`config.mk`:
```
export PLATFORM = sky130hd
export DESIGN_NAME = sync_gen
export DESIGN_NICKNAME = d
export VERILOG_FILES = /design/src/hw/accel_log_pkg.sv /design/src/hw/sync_gen.sv
export SDC_FILE = /design/constraint.sdc
export NUM_CORES = 1
export LEC_CHECK = 0
export ABC_AREA = 1
export BUFFER_PORTS_ARGS = -buffer_cell sky130_fd_sc_hd__buf_4
export CORE_MARGIN = 5
export CORE_UTILIZATION = 55
export DETAILED_ROUTE_END_ITERATION = 16
export PLACE_DENSITY = 0.78
export SLEW_MARGIN = 10
export SYNTH_ARGS = -nofsm -noshare
export SYNTH_HDL_FRONTEND = slang
export SYNTH_SLANG_ARGS = --single-unit
```
`constraint.sdc`:
```
create_clock -name clk -period 2 [get_ports clk]
set_input_delay 0.2 -clock clk [delete_from_list [all_inputs] [get_ports clk]]
set_output_delay 0.2 -clock clk [all_outputs]
set_load 0.1 [all_outputs]
```
`src/hw/accel_log_pkg.sv`:
```
////////////////////
// shared types for the accelerometer logger
// imported by wildcard into each module header
////////////////////
`default_nettype none

package accel_log_pkg;

  typedef logic [7:0]  byte_t;     // spi and memory byte
  typedef logic [15:0] sync_cnt_t; // sync strobes per pps interval

  // spi master states
  typedef enum logic [1:0] {
    st_idle,   // waiting for sync
    st_cmd,    // shifting out command byte
    st_data,   // shifting in data bytes
    st_finish  // csn release
  } spi_state_t;

  // sensor side spi outputs
  typedef struct packed {
    logic csn;  // active low select
    logic sclk; // mode 3, idles high
    logic mosi;
  } spi_pins_t;

  // sync generator status, 18 bits
  typedef struct packed {
    logic      pps_valid;  // last interval within tolerance
    logic      locked;     // last two intervals valid
    sync_cnt_t sync_count; // strobes in last interval
  } sync_status_t;

endpackage

`default_nettype wire

```
`src/hw/sync_gen.sv`:
```
////////////////////
// sample strobe generator from a phase accumulator
// pps rising edge restarts the phase when the interval is valid
// also counts strobes per pps interval
////////////////////
`timescale 1ns/1ps
`default_nettype none

module sync_gen import accel_log_pkg::*; #(
  parameter int clk_hz     = 40_000_000,
  parameter int sync_hz    = 1000,
  parameter int pps_period = 40_000_000,
  parameter int pps_tol    = 20_000,
  parameter int pa_bits    = 30
) (
  input  logic         clk,
  input  logic         rst,
  input  logic         pps,
  output logic         sync,
  output sync_status_t status
);

  // step = sync_hz * 2^pa_bits / clk_hz, computed wide
  localparam longint unsigned step_wide = (64'(sync_hz) << pa_bits) / 64'(clk_hz);
  localparam logic [pa_bits-1:0] step = step_wide[pa_bits-1:0];

  // interval counter saturates just past the upper limit
  localparam int ivl_max = pps_period + pps_tol + 1;
  localparam int ivl_w   = $clog2(ivl_max + 1);
  localparam logic [ivl_w-1:0] ivl_lo  = ivl_w'(pps_period - pps_tol);
  localparam logic [ivl_w-1:0] ivl_hi  = ivl_w'(pps_period + pps_tol);
  localparam logic [ivl_w-1:0] ivl_sat = ivl_w'(ivl_max);

  logic [pa_bits-1:0] acc;      // phase
  logic [pa_bits:0]   acc_sum;  // with carry
  logic               wrap;
  logic [2:0]         pps_sr;   // 2-flop sync plus edge history
  logic               pps_rise;
  logic [ivl_w-1:0]   ivl_cnt;  // clocks since last edge
  logic               in_range;
  sync_cnt_t          run_cnt;  // strobes in current interval

  assign acc_sum  = {1'b0, acc} + {1'b0, step};
  assign wrap     = acc_sum[pa_bits]; // accumulator overflow
  assign pps_rise = pps_sr[1] & ~pps_sr[2];
  assign in_range = (ivl_cnt >= ivl_lo) && (ivl_cnt <= ivl_hi);

  always_ff @(posedge clk)
  begin
    if (rst)
    begin
      acc     <= '0;
      sync    <= 1'b0;
      pps_sr  <= '0;
      ivl_cnt <= '0;
      run_cnt <= '0;
      status  <= '0;
    end
    else
    begin
      pps_sr <= {pps_sr[1:0], pps};
      sync   <= wrap; // strobe on cycle after wrap

      if (pps_rise && in_range)
        acc <= '0; // realign phase
      else
        acc <= acc_sum[pa_bits-1:0];

      if (pps_rise)
      begin
        ivl_cnt          <= ivl_w'(1);
        status.pps_valid <= in_range;
        status.locked    <= in_range & status.pps_valid;
        status.sync_count <= run_cnt;
        run_cnt          <= wrap ? sync_cnt_t'(1) : '0; // wrap counts to new interval
      end
      else
      begin
        if (ivl_cnt != ivl_sat)
          ivl_cnt <= ivl_cnt + 1'b1; // saturate on missing pps
        if (wrap)
          run_cnt <= run_cnt + 1'b1;
      end
    end
  end

endmodule

`default_nettype wire

```
Yosys cells after proc, flatten, opt, wreduce, memory -nomap -nowiden
Cells that the tools add are included.
- add/subtract/negate cells: 3
- muxes and demuxes: 5
- magnitude comparators: 2
- reductions and logical operators: 6
- eq/ne operators: 1
- bitwise gates (word level): 3
- operator list (kind ; count):
    $mux 16 ; 2
    $add 30x15->31 const B ; 1
    $add 26x1->26 const B ; 1
    $ge 26x26->1 const B ; 1
    $le 26x26->1 const B ; 1
    $ne 26x26->1 const B ; 1
    $add 16x1->16 const B ; 1
    $reduce_bool 2->1 ; 2
    $reduce_or 2->1 ; 2
    $mux 1 ; 3
    $and 1x1->1 ; 2
    $logic_and 1x1->1 ; 2
    $not 1->1 ; 1
- word-level logic and storage cells: 29
- bits in registers: 94
- input bits: 3

Depth between registers and ports, before layout
- depth in word-level cells: 4
- mapped depth: 15
- gate-level depth less buffers: 15

Worst setup path after synthesis
Ideal clock, no wire load.
- kind: flip-flop to flip-flop
- start: reg acc[0]
- end: reg run_cnt[10]
- setup time: 0.136 ns
- arrival: 1.430 ns
- cell stages (with the launch flop): 14
- setup slack: 0.433 ns
- required time: 1.864 ns
- path buffers: 1
- cell sequence: dfxtp_1 inv_1 ha_1 inv_1 nand2_1 nand2_1 nand2_2 inv_1 nand2_2 nand2_4 nand2_4 buf_4 nand4_1 a21oi_2
- word-level cells in the longest chain between the ends: 2
- ends and longest elaborated chain (item ; RTL line ; RTL):
    start, declared ; sync_gen.sv:34 ; logic [pa_bits-1:0] acc;
    start signal, assigned ; sync_gen.sv:67 ; acc <= acc_sum[pa_bits-1:0];
    $add 30x15->31 ; sync_gen.sv:43 ; assign acc_sum = {1'b0, acc} + {1'b0, step};
    $reduce_bool 2->1 (no source line) ; n/a ;
    end signal, assigned ; sync_gen.sv:75 ; run_cnt <= wrap ? sync_cnt_t'(1) : '0;
    end signal, assigned ; sync_gen.sv:82 ; run_cnt <= run_cnt + 1'b1;
    end, declared ; sync_gen.sv:41 ; sync_cnt_t run_cnt;
No other way between the ends.
A chain may end at the register's enable or synchronous reset.

Worst setup path after layout
- start: reg acc[0]
- end: reg run_cnt[8]
Same word-level chain as after synthesis.

==> metrics.md <==
| Metric | Value |
|---|---|
| Status | finished, final reports clean |
| Combinational Power Share | 0.177 |
| Post-synth top area share | 0.348 |
| Gate count of the mapped netlist | 804 |
| Ports | 22 |
| # diodes | 0 |
| Mux cell area share after synthesis | 0 |
| CP required | 2.31 ns |
| Number of remaining DRC errors | 0 |
| Setup Viol. Count Final | 0 |
| Fmax | 549 MHz |
| Clock slew at reported path FFs | 0.09 ns |
| Register area share after synthesis | 0.348 |
| Core area | 9680 µm² |
| GP Congestion | 0.948 |
| Top FF cell, synth | dfxtp_1 |
| Worst setup EP type | flip-flop |
| Synth Area in Simple Gates | 0.404 |
| Final #Nets | 834 |
| Die Height | 109 µm |
| Die area | 11900 µm² |
| P per Cell Area | 728 nW/µm² |
| Initial core utilization | 0.559 |
| Adder-cell share of the synthesized area | 0.0116 |
| Post-synth EDFFs | 0 |
| First-pass GRT wire length | 20.7 mm |
| GR Overflow Total | 0 |
| Seq pwr share | 0.486 |
| Synth warn | 0 |
| Least-Margin Pin Slew | 0.624 ns |
| Slew Limit Fails | 0 |
| CP Class | reg -> reg |
| Number of global-route vias before repair | 4593 |
| Minimum clock period | 1.82 ns |
| Critical Path AT | 2.13 ns |
| Wire per inst | 12.7 µm |
| Area contributors post-synth | dfxtp_1 35%, nand2_1 12%, inv_1 7.4% |
| Global Route Usage Sum | 0.215 |
| Final Util | 0.614 |
| Pre-CTS setup slack | 0.186 ns |
| Avg Cell Area, Syn | 6.73 µm² |
| CTS Buffer Depth | 2 |
| Max Cap Viol | 0 |
| Latest clock arrival within the worst-skew pair | 0.38 ns |
| Final Skew | 0.0121 ns |
| Rows | 36 |
| TritonCTS Sinks | 94 |
| Worst hold path type | in -> reg |
| Die Span X | 109 µm |
| Total number of vias | 5036 |
| Post-synthesis xor/xnor area fraction | 0.0340 |
| Total Power | 4.32 mW |
| Worst ir drop on vdd | 0.422 mV |
| Hold-fix buffer count after cts | 0 |
| Pint | 2.95 mW |
| Critical Path Fanout Max | 14 |
| Vias per inst | 5.22 |
| Leakage | 2.38 nW |
| RSZ-0062 raised after global routing | true |
| TNS Setup | 0 ns |
| Syn Nets | 812 |
| Port Buffers | 21 |
| Final hold violations | 0 |
| Area Overhead vs Synth | 9.75% |
| Final Instance Area | 5940 µm² |
| Largest net degree at the start of global routing | 42 |
| CP startpoint kind | flip-flop |
| Share of cells above drive strength 1 | 0.183 |
| Combinational family with the most area after synthesis | simple AND/OR/NAND/NOR gates |
| Detail Route Antenna Nets | 0 |
| Sw power | 1.37 mW |
| Synth Register Bits | 94 |
| Setup ws final | 0.178 ns |
| Drt first pass iters | 5 |
| Synth Cell Area | 5410 µm² |
| Clk pwr share | 0.337 |
| HPWL after DPL | 8.92 mm |
| Rel. slew slack | 0.582 |
| Clock Tree Root | clkbuf_8 |
| H-tree Lvls | 3 |
| Sw Share | 0.317 |
| CTS tree | built |
| Final worst path period share | 0.911 |
| Dpl cell area | 5690 µm² |
| Largest area contributor in the netlist | dfxtp_1 |
| Number of DRC markers after the initial detailed-route iteration | 303 |
| Initial antenna violation count | 0 |
| Post-synthesis compound-gate area fraction | 0.0996 |
| FFs w/ async S/R, synth | 0 |
| Total wire length | 12.2 mm |
| Number of library cell types mapped by synthesis | 41 |
| Total clock buffers created by CTS | 9 |
-- cells by family after synthesis --
logic type / Yosys count
buffers and inverters: 136
xor gates and xnor gates: 21
and+or+nand+nor: 452
DFF: 94
adders and majority gates: 5
AOI/OAI and AO/OA: 96
-- layer usage --
metal	GRT usage	up-vias	wire length, µm
met4	0.0686	0	190
li1	-	2600	-
met3	0.0397	19	629
met2	0.358	128	5830
met1	0.283	2289	5600
met5	0	-	0
-- final timing paths --
| check | from | to | slack (ns) | depth (start not counted) |
|---|---|---|---|---|
| worst min-delay path | pps | pps_sr[0] | 0.03 | 3 |
| worst max register to register | acc[0] | run_cnt[8] | 0.18 | 13 |
| worst min register to register | pps_sr[0] | pps_sr[1] | 0.42 | 2 |
| worst max-delay path | acc[0] | run_cnt[8] | 0.18 | 13 |
-- layout by cell type (no fill, tap or decap), drive strengths merged --
cell type  instances
dfxtp             94
and2               2
or3                1
or2                4
clkinv             1
a21oi             54
inv              120
nor4               1
clkbuf            10
xnor2              2
nor3              22
nand4             30
nand3             62
nand2            199
o21a               1
buf               27
nand3b             4
a31oi              1
nor2             127
clkinvlp           2
and3               1
a21boi             1
o21ai             39
bufinv             2
xor2              19
ha                 5
-- critical path: stages (launching register included) --
cell and delay [ns]:
dfxtp_1 0.38, inv_1 0.06, ha_1 0.21, inv_1 0.06, nand2_1 0.05, nand2_1 0.10
nand2_2 0.09, inv_1 0.09, nand2_2 0.10, nand2_4 0.10, nand2_4 0.12, nand3_2 0.21
nand2_2 0.08, a21oi_2 0.12
-- registers in the layout (all words and copies together), names as in the netlist --
| register | flops |
|---|---|
| acc | 30 |
| ivl_cnt | 26 |
| status | 18 |
| run_cnt | 16 |
| pps_sr | 3 |
| sync | 1 |
-- cells in the mapped netlist (4+ instances only) --
cell        n
dfxtp_1    94
nand3b_1    4
inv_1     107
nor3_1     16
clkbuf_1    6
nor2_1     82
o21ai_1     8
nand4_1    30
nand2_1   180
nor2_2     41
nand3_2     6
a21oi_2    11
a21oi_1    42
inv_2      11
o21ai_0    31
nor3_2      6
nand2_2    17
xor2_1     19
nand3_1    53
ha_1        5
nor2_4      4
-- power by group through the flow --
stage | clock, mW | sequential, mW | combinational (mW)
global route | 1.56 | 2.11 | 0.858
finish | 1.46 | 2.10 | 0.767
CTS | 1.49 | 2.10 | 0.763
floorplan | 0 | 2.22 | 0.513
detailed placement | 0 | 2.14 | 0.760
global placement | 0 | 2.14 | 0.736
-- what timing repair did --
item	4_1_cts	5_1_grt
gates resized for setup	0	3
buffers inserted	0	0
endpoints found under the setup margin	0	5
-- metrics by stage --
stage               hold WS [ns]  std cells
floorplan                  0.307        804
detailed placement         0.413        947
global route              0.0474        964
CTS                       0.0189        963
finish                    0.0257        964
global placement           0.400        947
-- final cells by class --
cell class	instances	area, µm²
Clock buffer	10	138
Sequential cell	94	1880
Timing Repair Buffer	27	215
Fill cell	882	3740
Inverter	119	448
Multi-Input combinational cell	575	3000
Clock inverter	6	92.6
Tap cell	133	166
Note: power is estimated with default switching activity, not from simulation.
