<file path="src/hw/accel_log_pkg.sv">
////////////////////
// shared types for the accelerometer logger
// imported by wildcard into each module header
////////////////////
`default_nettype none

package accel_log_pkg;

  typedef logic [7:0]  byte_t;     // spi and memory byte
  typedef logic [15:0] sync_cnt_t; // sync strobes per pps interval

  // spi master states
  typedef enum logic [1:0] {
    st_idle,   // waiting for sync
    st_cmd,    // shifting out command byte
    st_data,   // shifting in data bytes
    st_finish  // csn release
  } spi_state_t;

  // sensor side spi outputs
  typedef struct packed {
    logic csn;  // active low select
    logic sclk; // mode 3, idles high
    logic mosi;
  } spi_pins_t;

  // sync generator status, 18 bits
  typedef struct packed {
    logic      pps_valid;  // last interval within tolerance
    logic      locked;     // last two intervals valid
    sync_cnt_t sync_count; // strobes in last interval
  } sync_status_t;

endpackage

`default_nettype wire

</file>
<file path="src/hw/accel_spi_reader.sv">
////////////////////
// spi master for the accelerometer, mode 3
// one command byte then data_len bytes per accepted sync
// keeps first two bytes of every three
////////////////////
`timescale 1ns/1ps
`default_nettype none

module accel_spi_reader import accel_log_pkg::*; #(
  parameter byte_t cmd      = 8'h11, // read xyz
  parameter int    data_len = 9      // multiple of 3
) (
  input  logic      clk,
  input  logic      rst,
  input  logic      sync,
  input  logic      miso,
  output spi_pins_t pins,
  output logic      busy,
  output logic      wr_en,
  output byte_t     wr_data
);

  localparam int cnt_w = $clog2(data_len + 1);

  spi_state_t       state;
  logic             csn;
  logic             sclk;
  logic             mosi;
  logic [2:0]       bit_cnt;   // bit within byte, also finish phase
  logic [cnt_w-1:0] byte_cnt;  // data byte index
  logic [1:0]       grp;       // position in 3-byte axis group
  byte_t            shift_out; // command shifter
  byte_t            shift_in;  // miso shifter
  logic             keep_pend; // kept byte completed last cycle

  assign pins = '{csn: csn, sclk: sclk, mosi: mosi};
  assign busy = (state != st_idle);

  // payload registers
  always_ff @(posedge clk)
  begin
    if (state == st_idle && sync)
      shift_out <= cmd;
    else if (state == st_cmd && sclk)
      shift_out <= {shift_out[6:0], 1'b0}; // msb first on falling edge
    if (state == st_data && !sclk)
      shift_in <= {shift_in[6:0], miso}; // sample on rising edge
    if (keep_pend)
      wr_data <= shift_in;
  end

  always_ff @(posedge clk)
  begin
    if (rst)
    begin
      state     <= st_idle;
      csn       <= 1'b1;
      sclk      <= 1'b1;
      mosi      <= 1'b0;
      bit_cnt   <= '0;
      byte_cnt  <= '0;
      grp       <= '0;
      keep_pend <= 1'b0;
      wr_en     <= 1'b0;
    end
    else
    begin
      keep_pend <= 1'b0;
      wr_en     <= keep_pend; // one cycle after last bit

      case (state)
        st_idle:
        begin
          if (sync) // strobes while busy are dropped
          begin
            state    <= st_cmd;
            csn      <= 1'b0;
            bit_cnt  <= '0;
            byte_cnt <= '0;
            grp      <= '0;
          end
        end

        st_cmd:
        begin
          sclk <= ~sclk;
          if (sclk)
            mosi <= shift_out[7];
          else if (bit_cnt == 3'd7)
          begin
            state   <= st_data;
            bit_cnt <= '0;
          end
          else
            bit_cnt <= bit_cnt + 1'b1;
        end

        st_data:
        begin
          sclk <= ~sclk;
          if (sclk)
            mosi <= 1'b0; // idle data out
          else if (bit_cnt == 3'd7)
          begin
            bit_cnt   <= '0;
            keep_pend <= (grp != 2'd2); // drop third byte
            grp       <= (grp == 2'd2) ? 2'd0 : grp + 1'b1;
            if (byte_cnt == cnt_w'(data_len - 1))
              state <= st_finish;
            else
              byte_cnt <= byte_cnt + 1'b1;
          end
          else
            bit_cnt <= bit_cnt + 1'b1;
        end

        st_finish:
        begin
          if (bit_cnt == 3'd0)
          begin
            csn     <= 1'b1; // one cycle high before idle
            bit_cnt <= 3'd1;
          end
          else
          begin
            state   <= st_idle;
            bit_cnt <= '0;
          end
        end

        default: state <= st_idle;
      endcase
    end
  end

endmodule

`default_nettype wire

</file>
<file path="config.mk">
export PLATFORM = sky130hd
export DESIGN_NAME = accel_spi_reader
export DESIGN_NICKNAME = d
export VERILOG_FILES = /design/src/hw/accel_log_pkg.sv /design/src/hw/accel_spi_reader.sv
export SDC_FILE = /design/constraint.sdc
export NUM_CORES = 1
export LEC_CHECK = 0
export BUFFER_PORTS_ARGS = -buffer_cell sky130_fd_sc_hd__clkbuf_2
export CORE_MARGIN = 1.5
export CORE_UTILIZATION = 39
export CTS_CLUSTER_SIZE = 10
export DETAILED_ROUTE_END_ITERATION = 7
export PLACE_DENSITY = 0.55
export SLEW_MARGIN = 10
export SYNTH_ARGS = -nofsm -noshare
export SYNTH_HDL_FRONTEND = slang
export SYNTH_SLANG_ARGS = --single-unit
</file>
<file path="constraint.sdc">
create_clock -name clk -period 2.2 [get_ports clk]
set_input_delay 0.22 -clock clk [delete_from_list [all_inputs] [get_ports clk]]
set_output_delay 0.22 -clock clk [all_outputs]
set_load 0.01 [all_outputs]
</file>
# Word-level counts from Yosys, hierarchy flattened
# Cells that the tools add are included.
# op_classes
add_sub_neg,3
eq_ne,19
muxes,29
bitwise_logic,3
reduce_logical,18
# ops
op,count
two-way mux 2 bit,11
!= test 2 bit (second input constant),10
two-way mux 4 bit,4
two-way mux 3 bit,3
one-hot mux 3 bit (3 select lines),1
one-hot mux 2 bit (4 select lines),1
one-hot mux 4 bit (2 select lines),1
nonzero test 2 bit,4
AND reduction 7 bit,1
equality test 2 bit (second input constant),3
!= test 2 x 1 -> 1 bit (second input constant),3
AND reduction 3 bit,2
two-way mux 1 bit,5
AND reduction 5 bit,1
adder 4 x 1 -> 4 bit (second input constant),1
equality test 4 bit (second input constant),1
one-hot mux 1 bit (2 select lines),2
one-hot mux 2 bit (2 select lines),1
AND reduction 4 bit,1
OR reduction 4 bit,1
adder 3 x 1 -> 3 bit (second input constant),1
equality test 3 bit (second input constant),1
logical AND 1 bit,3
logical NOT 3 bit,1
other kinds (7),9
# word_totals
reg_bits,40
input_bits,4
output_inout_bits,13
wordCells,84

# Depth between registers and ports, before layout
# Gate-level depths: netlist of run 1.
# logic_depth
ltp_word,5
depth_mapped,7
depth_no_buf,6

# Worst setup path before layout of run 1
# No wires, ideal clock.
# synth_timing
path_kind,flip-flop to flip-flop
from,register state[0]
to,register state[0]
setup_ps,86
arrival_time_ps,1688
required_time_ps,2114
path_slack_ps,426
stages_incl_launch_ff,8
path_buffers,1
period_less_slack_ps,1774
cell_sequence,dfxtp_1 inv_1 ha_1 buf_6 clkinv_2 a31oi_1 or4_4 a221oi_2
# synth_via
elab_chain_cells,3
elab_cells_between_ends,13
cone_classes,eq/ne (10); mux (1); reduce/logical (2)
# synth_rtl
item,line_no,rtl
"start, declared",accel_spi_reader.sv:25,spi_state_t state;
"start signal, assigned",accel_spi_reader.sv:56,state <= st_idle;
"start signal, assigned",accel_spi_reader.sv:76,state <= st_cmd;
"start signal, assigned",accel_spi_reader.sv:91,state <= st_data;
"equality test 2 bit, or another cell as far along",accel_spi_reader.sv:71,case (state)
!= test 2 bit (no source line) / != test 2 x 1 -> 1 bit (equally long branches),--,
AND reduction 7 bit (no source line),--,
# Parallel ways exist; a longest one is shown, timed or not.
# A chain may end at the register's enable or synchronous reset.

# Worst setup path after layout of run 1
# Same ends and word-level chain as after synthesis.

==> results by group, run 1 <==
Critical path
  • R2r worst-path depth: 6
  • Largest stage delay, worst path: 0.55 ns
  • R2R setup slack: 0.25 ns
  • CP top delay family: simple AND/OR/NAND/NOR gates
  • Reg2Reg Launch Point: state[0]
  • Worst Path Arrival: 2.16 ns
  • Crit end category: flop
  • Reg2reg end: state[0]
  • Critical path class: flop to flop
  • Setup crit start kind: flop
  • Crit-path max FO: 9
  • CP max stage cell: or4_4
  • CP Data Required Time: 2.41 ns
  • Critical path, cell by cell: inv_1 > ha_1 > clkinv_2 > a31oi_1 > or4_4 > a221oi_2
  • WP buf/inv: 2

Timing
  • Max Fclk: 513 MHz
  • Fin crit period: 1.95 ns
  • Normalized max-slew margin: 70.9%
  • Skew final: 0.00438 ns
  • Setup TNS: 0 ns
  • Slew of the pin with the lowest slew margin: 0.430 ns
  • Final setup vio count: 0
  • Final worst slack: 0.249 ns
  • Final hold viol count: 0
  • RSZ-0062 raised after global routing: false
  • Final Max Tran Viols: 0
  • Period utilization: 88.7%

Clock tree
  • Root buf cell: clkbuf_8
  • Worst skew pair latency: 0.29 ns
  • H-tree levels: 2
  • # hold bufs at CTS: 0
  • Worst-path clk slew: 0.07 ns
  • Clock buffer depth: 2
  • Setup bufs post-CTS: 0
  • Clock sink count: 40
  • CTS tree: done
  • TritonCTS Buffers: 5
  • Post_cts resized: 0

Min path
  • Worst hold path startpoint: miso
  • HP Class: input port to flop
  • Hold Path Depth: 1
  • WHS Endpoint: shift_in[0]

Power
  • P per Cell Area: 1100 nW/um^2
  • Peak VDD IR: 0.000399 V
  • Leakage Power: 0.740 nW

Die
  • Core region area: 4320 sq um
  • Die Ht: 69.8 um
  • Rows: 24
  • Die X: 69.8 um
  • Starting density of the core: 40.2%
  • I/O pin total: 17
  • Die ar.: 4870 sq um

Yosys
  • Post-synth ARST share: 0%
  • Library cells used by synthesis: 48
  • Main synth FF type: dfxtp_1
  • Post-synthesis cell count: 162
  • Syn nets: 178
  • Ys Warns: 0
  • Syn_area_per_cell: 10.7 sq um
  • FF+latch count, synth: 40
  • Post-synthesis sequential area ratio: 55.3%
  • Synth Cell Area: 1740 sq um
  • Number of synthesized flops with an enable pin: 16

Run status
  • Status: finished, final reports clean

Drt
  • DR vias: 1177
  • Iter 0 DRT Violations: 58
  • Detail Route Antenna Nets: 0
  • Post-DR vias/cell: 5.10
  • DR WL/cell: 12.5 um
  • Routed WL: 2890 um
  • DRT Pass-1 Iters: 4
  • DRC viols: 0

Layout
  • Commonest non-fill, non-tap cell in the layout: nand2_1
  • Area Overhead vs Synth: 10.6%
  • Final Net Count: 194
  • Layout cell share with drive strength beyond 1: 18.4%
  • N_diodes: 0
  • Most frequent cells in the layout: nand2_1 (25), dfxtp_1 (24), clkbuf_2 (16), edfxtp_1 (16), a21oi_1 (14)

Placement
  • Gpl congestion: 0.819
  • Port Buffer Count: 16
  • DP Worst Slack: 0.270 ns
  • Dpl hpwl: 2170 um

GRT
  • Number of global-route vias before repair: 1158
  • Antenna violations before repair: 0
  • GRT Total Usage: 13.6%
  • Largest net degree at the start of global routing: 17
  • First-pass GRT wire length: 5240 um
  • Grt ovf: 0

Job
  • Max-Cap Viols: 0
==> power breakdown <==
part	total (W)	switching, W	internal [W]
Combinational	0.000739	0.000450	0.000289
Clock	0.000454	0.000235	0.000219
Sequential	0.000919	0.0000669	0.000852
==> synth_stat cells (3+ instances only) <==
cell type / n / area (sq um)
nand2_1: 25 / 93.8
inv_1: 8 / 30.0
edfxtp_1: 16 / 480
dfxtp_1: 24 / 480
nand3_1: 3 / 15.0
ha_1: 12 / 150
buf_4: 4 / 30.0
nor2_1: 9 / 33.8
a21oi_1: 14 / 70.1
nor2b_1: 3 / 18.8
==> cell type report <==
cell class | count | area, sq um
fillers | 421 | 2400
flip-flops and latches | 40 | 961
multi-input cells | 104 | 686
repair buffers | 17 | 87.6
clock buffers | 6 | 72.6
well taps | 52 | 65.1
inverters | 10 | 38.8
clock inverters | 2 | 11.3
==> worst max path at each step <==
stage | startpoint | endpoint | slack [ns] | cells past startpoint
floorplan | state[0] | state[0] | 0.43 | 7
global placement | state[0] | state[0] | 0.34 | 6
detailed placement | state[0] | state[0] | 0.27 | 6
CTS | state[0] | state[0] | 0.25 | 6
global route | state[0] | state[0] | 0.10 | 6
finish | state[0] | state[0] | 0.25 | 6
==> kinds of logic (layout without fill, tap and decap cells) <==
| logic type | after synthesis | after routing | synth area share [%] |
|---|---|---|---|
| compound gates | 27 | 27 | 10.2 |
| simple gates | 63 | 63 | 19.2 |
| flops | 40 | 40 | 55.3 |
| fa+ha+maj | 12 | 12 | 8.64 |
| buf+inv | 18 | 35 | 5.26 |
| mux | 2 | 2 | 1.44 |
==> per-stage QoR <==
step	cell area, sq um	total power (W)	hold slack (ns)	instances	util [%]
finish	1920	0.00211	0.106	231	44.4
global route	1920	0.00227	0.0988	231	44.4
CTS	1920	0.00214	0.0961	231	44.4
detailed placement	1840	0.00168	0.399	223	42.5
global placement	1840	0.00165	0.397	223	42.5
floorplan	1740	0.00154	0.286	162	-
==> layer usage <==
layer  vias up  GRT usage (%)  routed length, um
met5         -              0                  0
met4         0           5.13                 51
met3         6           4.51                114
met2        17           22.4               1370
met1       560           16.6               1350
li1        594              -                  -
==> flip-flops by register name, summed over array words and instances, names as in the netlist <==
register	cells
wr_data	8
state	2
grp	2
csn	1
bit_cnt	3
sclk	1
shift_out	8
shift_in	8
wr_en	1
keep_pend	1
mosi	1
byte_cnt	4
(Power assumes the default switching activity.)
==> run 2, diff against run 1 <==
--- a/config.mk
+++ b/config.mk
@@ -6,11 +6,14 @@
 export NUM_CORES = 1
 export LEC_CHECK = 0
 export BUFFER_PORTS_ARGS = -buffer_cell sky130_fd_sc_hd__clkbuf_2
+export CAP_MARGIN = 10
+export CELL_PAD_IN_SITES_DETAIL_PLACEMENT = 1
+export CELL_PAD_IN_SITES_GLOBAL_PLACEMENT = 2
 export CORE_MARGIN = 1.5
-export CORE_UTILIZATION = 39
+export CORE_UTILIZATION = 37
 export CTS_CLUSTER_SIZE = 10
 export DETAILED_ROUTE_END_ITERATION = 7
-export PLACE_DENSITY = 0.55
+export PLACE_DENSITY = 0.75
 export SLEW_MARGIN = 10
 export SYNTH_ARGS = -nofsm -noshare
 export SYNTH_HDL_FRONTEND = slang
==> run 2 against run 1 <==
Count of clock-buffer cells in the layout stayed put; non-clock buffer count is the same; clock skew increased by 0.0016 ns; clock power is 40% higher; via count rose by 0.25%; final cell count unchanged; combinational power rose by 2%; core utilization decreased by 0.36 points; critical endpoint unchanged; sequential power hardly changed.
==> results by group, run 2 (same netlist as run 1, synthesis figures left out) <==
Die
  • Rows: 24 (unchanged)
  • Die Ht: 71.5 um (+2.6%)
  • Starting density of the core: 39.1% (-1.1 points)
  • Die X: 71.5 um (+2.6%)
  • Die ar.: 5120 sq um (+5.2%)
  • Core region area: 4440 sq um (+2.8%)
  • I/O pin total: 17 (unchanged)

Critical path
  • Critical path, cell by cell: inv_1 > ha_1 > clkinv_2 > a31oi_1 > or4_4 > a221oi_2
  • CP Data Required Time: 2.42 ns (about the same)
  • Crit end category: flop
  • Critical path class: flop to flop
  • CP max stage cell: or4_4
  • Setup crit start kind: flop
  • Crit-path max FO: 9 (unchanged)
  • Worst Path Arrival: 2.19 ns (+0.03 ns)
  • WP buf/inv: 2 (unchanged)
  • Largest stage delay, worst path: 0.56 ns (about the same)
  • CP top delay family: simple AND/OR/NAND/NOR gates

Drt
  • Routed WL: 3310 um (+15%)
  • DR WL/cell: 14.3 um (+15%)
  • DR vias: 1180 (+0.25%)
  • Iter 0 DRT Violations: 37 (-36%)
  • Met2 Wirelength: 1660 um (+21%)
  • Post-DR vias/cell: 5.11 (+0.25%)
  • Top sig layer: met4
  • Met3 WL: 106 um (-7.0%)
  • DRT Pass-1 Iters: 4 (unchanged)
  • WL met1: 1500 um (+11%)
  • Detail Route Antenna Nets: 0 (unchanged)
  • DRC viols: 0 (unchanged)

Timing
  • Slew of the pin with the lowest slew margin: 0.449 ns (+0.0196 ns)
  • Period utilization: 89.8% (+1.1 points)
  • Final Max Tran Viols: 0 (unchanged)
  • Fin crit period: 1.97 ns (+0.0238 ns)
  • Setup TNS: 0 ns (unchanged)
  • WHS: 0.0943 ns (-0.0112 ns)
  • Final hold viol count: 0 (unchanged)
  • Max Fclk: 506 MHz (-1.2%)
  • Normalized max-slew margin: 70.0% (-0.94 points)
  • Final setup vio count: 0 (unchanged)
  • Final worst slack: 0.225 ns (-0.0238 ns)
  • RSZ-0062 raised after global routing: false
  • Skew final: 0.00594 ns (+0.00156 ns)

Layout
  • Layout cell share with drive strength beyond 1: 19.6% (+1.1 points)
  • Fillers: 495 (+18%)
  • N_diodes: 0 (unchanged)
  • Area Overhead vs Synth: 12.7%
  • Final Net Count: 194 (unchanged)
  • Most frequent cells in the layout: nand2_1 (25), dfxtp_1 (24), clkbuf_2 (16), edfxtp_1 (16), a21oi_1 (14)
  • Top flop regs: shift_in (8), shift_out (8), wr_data (8)
  • Commonest non-fill, non-tap cell in the layout: nand2_1

Min path
  • HP Class: input port to flop

Clock tree
  • Post_cts resized: 0 (unchanged)
  • # hold bufs at CTS: 0 (unchanged)
  • Setup bufs post-CTS: 0 (unchanged)
  • Root buf cell: clkbuf_8
  • H-tree levels: 2 (unchanged)
  • Worst skew pair latency: 0.30 ns (about the same)
  • Clock sink count: 40 (unchanged)
  • Clock buffer depth: 2 (unchanged)
  • CTS tree: done
  • Worst-path clk slew: 0.08 ns (about the same)
  • TritonCTS Buffers: 5 (unchanged)

Placement
  • Gpl congestion: 0.810 (-1.1%)
  • Port Buffer Count: 16 (unchanged)
  • DP Worst Slack: 0.236 ns (-0.0337 ns)
  • Dpl hpwl: 2490 um (+15%)

GRT
  • Antenna violations before repair: 0 (unchanged)
  • GRT Total Usage: 14.8% (+1.2 points)
  • Number of global-route vias before repair: 1263 (+9.1%)
  • Largest net degree at the start of global routing: 17 (unchanged)
  • First-pass GRT wire length: 5810 um (+11%)
  • Grt ovf: 0 (unchanged)

Power
  • Peak VDD IR: 0.000388 V (-2.9%)
  • P per Cell Area: 1180 nW/um^2 (+7.2%)
  • Total power: 0.00231 W (+9.3%)
  • Leakage Power: 0.762 nW (+3.0%)

Job
  • Max-Cap Viols: 0 (unchanged)

Run status
  • Status: finished, final reports clean
-- run 2: changes by cell type in the layout (fill, tap and decap cells not counted), sizes merged --
cell | before | now
clkinvlp | 1 | 0
bufinv | 0 | 1
-- run 2: cell type report --
class / instances / area (sq um) / area share [%]
sequential: 40 / 961 / 49.0
multi-input combinational: 104 / 686 / 35.0
timing repair buffer: 17 / 87.6 / 4.47
clock buffer: 6 / 82.6 / 4.21
tap: 52 / 65.1 / 3.32
clock inverter: 2 / 38.8 / 1.98
inverter: 10 / 38.8 / 1.98
-- run 2: worst paths after layout --
kind / from / end / slack (ns) / cells past startpoint
max reg2reg: state[0] / state[0] / 0.23 / 6
max: state[0] / state[0] / 0.23 / 6
min: miso / shift_in[0] / 0.09 / 1
min reg2reg: shift_in[7] / wr_data[7] / 0.43 / 0
-- run 2: power breakdown --
part           switching, W  internal (W)  total (W)
Sequential        0.0000675      0.000852   0.000919
Clock              0.000265      0.000371   0.000636
Combinational      0.000465      0.000288   0.000754
-- run 2: stage by stage --
| stage | instance area, sq um | std cells | util [%] |
|---|---|---|---|
| floorplan | 1740 | 162 | - |
| global placement | 1840 | 223 | 41.4 |
| detailed placement | 1840 | 223 | 41.4 |
| CTS | 1960 | 231 | 44.1 |
| global route | 1960 | 231 | 44.1 |
| finish | 1960 | 231 | 44.1 |
-- run 2: routing by layer --
layer  track usage, %  vias to the layer above
met3             5.49                        5
met5                0                        -
met4             4.40                        0
met2             25.2                       10
li1                 -                      589
met1             17.6                      576
==> run 3, diff against run 2 <==
--- a/config.mk
+++ b/config.mk
@@ -7,7 +7,7 @@
 export LEC_CHECK = 0
 export BUFFER_PORTS_ARGS = -buffer_cell sky130_fd_sc_hd__clkbuf_2
 export CAP_MARGIN = 10
-export CELL_PAD_IN_SITES_DETAIL_PLACEMENT = 1
+export CELL_PAD_IN_SITES_DETAIL_PLACEMENT = 2
 export CELL_PAD_IN_SITES_GLOBAL_PLACEMENT = 2
 export CORE_MARGIN = 1.5
 export CORE_UTILIZATION = 37
==> constraint.sdc (replaced) <==
create_clock -name clk -period 2 [get_ports clk]
set_input_delay 0.2 -clock clk [delete_from_list [all_inputs] [get_ports clk]]
set_output_delay 0.2 -clock clk [all_outputs]
set_load 0.01 [all_outputs]
==> run 3 against run 2 <==
Total power increased by 6.8%; clock skew decreased by 0.00097 ns; combinational power increased by 19%; critical endpoint unchanged; final cell count increased by 0.43%; count of clock-buffer cells in the layout unchanged; routed wire length increased by 22%; final area decreased by 0.70%; clock power decreased by 14%; maximum frequency increased by 7.6%; non-clock buffer count increased by 1; global-route usage increased by 2.6 points.
==> results by group, run 3 (same netlist as run 1, synthesis figures left out) <==
Timing
  • Skew final: 0.00497 ns (-0.000973 ns)
  • Final hold viol count: 0 (unchanged)
  • Fin crit period: 1.83 ns (-0.140 ns)
  • Final Max Tran Viols: 0 (unchanged)
  • RSZ-0062 raised after global routing: false
  • Final setup vio count: 0 (unchanged)
  • Max Fclk: 545 MHz (+7.6%)
  • Slew of the pin with the lowest slew margin: 0.467 ns (+0.0172 ns)
  • Period utilization: 91.7% (+2.0 points)
  • Setup TNS: 0 ns (unchanged)
  • Normalized max-slew margin: 68.8% (-1.2 points)

GRT
  • Number of global-route vias before repair: 1323 (+4.8%)
  • Grt ovf: 0 (unchanged)
  • First-pass GRT wire length: 6700 um (+15%)
  • Largest net degree at the start of global routing: 17 (unchanged)
  • GRT Total Usage: 17.5% (+2.6 points)
  • Antenna violations before repair: 0 (unchanged)

Layout
  • Commonest non-fill, non-tap cell in the layout: nand2_1
  • Final Net Count: 195 (+0.52%)
  • N_diodes: 0 (unchanged)
  • Fin cells: 232 (+0.43%)
  • Top flop regs: shift_in (8), shift_out (8), wr_data (8)
  • Post-Layout Inst Area: 1950 sq um (-0.70%)
  • Fillers: 480 (-3.0%)
  • Most frequent cells in the layout: nand2_1 (25), dfxtp_1 (22), clkbuf_2 (16), edfxtp_1 (16), a21oi_1 (14)
  • Register Area: 963 sq um (+0.26%)
  • Layout cell share with drive strength beyond 1: 22.8% (+3.2 points)
  • Multi-input logic area: 691 sq um (+0.73%)
  • Area Overhead vs Synth: 12.0%

Power
  • Peak VDD IR: 0.000493 V (+27%)
  • Total power: 0.00247 W (+6.8%)
  • P per Cell Area: 1270 nW/um^2 (+7.6%)
  • Leakage Power: 0.755 nW (-0.95%)

Critical path
  • CP top delay family: simple AND/OR/NAND/NOR gates
  • CP max stage cell: or4_4
  • WP buf/inv: 1 (-1)
  • Critical path class: flop to flop
  • Largest stage delay, worst path: 0.44 ns (-0.12 ns)
  • Setup crit start kind: flop
  • Critical path, cell by cell: inv_1 > ha_1 > nand2_4 > nand3_2 > or4_4 > a221oi_2
  • Crit end category: flop
  • Worst Path Arrival: 2.03 ns (-0.16 ns)
  • Crit-path max FO: 9 (unchanged)
  • CP Data Required Time: 2.19 ns (-0.23 ns)

Die
  • Die X: 71.5 um (unchanged)
  • Die ar.: 5120 sq um (unchanged)
  • Starting density of the core: 39.1% (unchanged)
  • Core region area: 4440 sq um (unchanged)
  • Die Ht: 71.5 um (unchanged)
  • Rows: 24 (unchanged)
  • I/O pin total: 17 (unchanged)

Clock tree
  • Clock buffer depth: 2 (unchanged)
  • Setup bufs post-CTS: 0 (unchanged)
  • CTS tree: done
  • Clock sink count: 40 (unchanged)
  • Worst-path clk slew: 0.07 ns (about the same)
  • TritonCTS Buffers: 5 (unchanged)
  • # hold bufs at CTS: 0 (unchanged)
  • Worst skew pair latency: 0.29 ns (about the same)
  • Post_cts resized: 2 (+2)
  • H-tree levels: 2 (unchanged)
  • Root buf cell: clkbuf_8

Drt
  • Routed WL: 4030 um (+22%)
  • DRC viols: 0 (unchanged)
  • DR WL/cell: 17.4 um (+21%)
  • DRT Pass-1 Iters: 4 (unchanged)
  • Post-DR vias/cell: 5.22 (+2.1%)
  • Detail Route Antenna Nets: 0 (unchanged)
  • DR vias: 1210 (+2.5%)
  • Iter 0 DRT Violations: 48 (+30%)

Placement
  • Dpl hpwl: 3010 um (+21%)
  • Inst Count DP: 224 (+0.45%)
  • DP Area: 1850 sq um (+0.41%)
  • Port Buffer Count: 16 (unchanged)
  • Gpl congestion: 0.848 (+4.8%)

Run status
  • Status: finished, final reports clean

Job
  • Max-Cap Viols: 0 (unchanged)

Min path
  • HP Class: input port to flop
[run 3: cell count changes in the layout (fill, tap and decap cells not counted)]
| cell | delta |
|---|---|
| clkinv_4 | -1 |
| bufinv_16 | -1 |
| ha_1 | -2 |
| inv_1 | -1 |
| inv_2 | +1 |
| ha_2 | +2 |
| clkinv_2 | +2 |
| dfxtp_1 | -2 |
| dfxtp_2 | +2 |
| buf_4 | +1 |
[run 3: path summary, 6_finish.rpt]
kind	start	to	slack, ns	cells past startpoint
worst max-delay path	state[1]	state[0]	0.17	6
worst min-delay path	miso	shift_in[0]	0.09	1
worst max register to register	state[1]	state[0]	0.17	6
worst min register to register	shift_in[7]	wr_data[7]	0.44	0
[run 3: per-stage QoR]
step | setup WS (ns) | hold WS [ns] | util [%]
after detailed placement | 0.00587 | 0.384 | 41.5
final | 0.165 | 0.0886 | 43.8
after global placement | 0.168 | 0.380 | 41.5
after global routing | 0.0463 | 0.0829 | 43.8
after floorplan | 0.226 | 0.266 | -
after CTS | 0.0448 | 0.0797 | 43.7
[run 3: final cells by class]
cell class | count | share of cell area, %
flip-flops and latches | 40 | 49.5
multi-input cells | 104 | 35.5
repair buffers | 18 | 4.89
clock buffers | 6 | 4.24
well taps | 52 | 3.34
inverters | 10 | 1.99
clock inverters | 2 | 0.514
[run 3: metal layers]
layer / track usage (%) / wire [um] / up-vias
met4: 7.13 / 32 / 0
li1: - / - / 593
met2: 32.5 / 2250 / 12
met3: 3.94 / 94 / 4
met1: 19.0 / 1650 / 601
met5: 0 / 0 / -
[run 3: power by group]
part	switching, W	total, W	internal, W
Sequential	0.0000824	0.00102	0.000942
Combinational	0.000553	0.000894	0.000341
Clock	0.000273	0.000548	0.000275
Total	0.000909	0.00247	0.00156
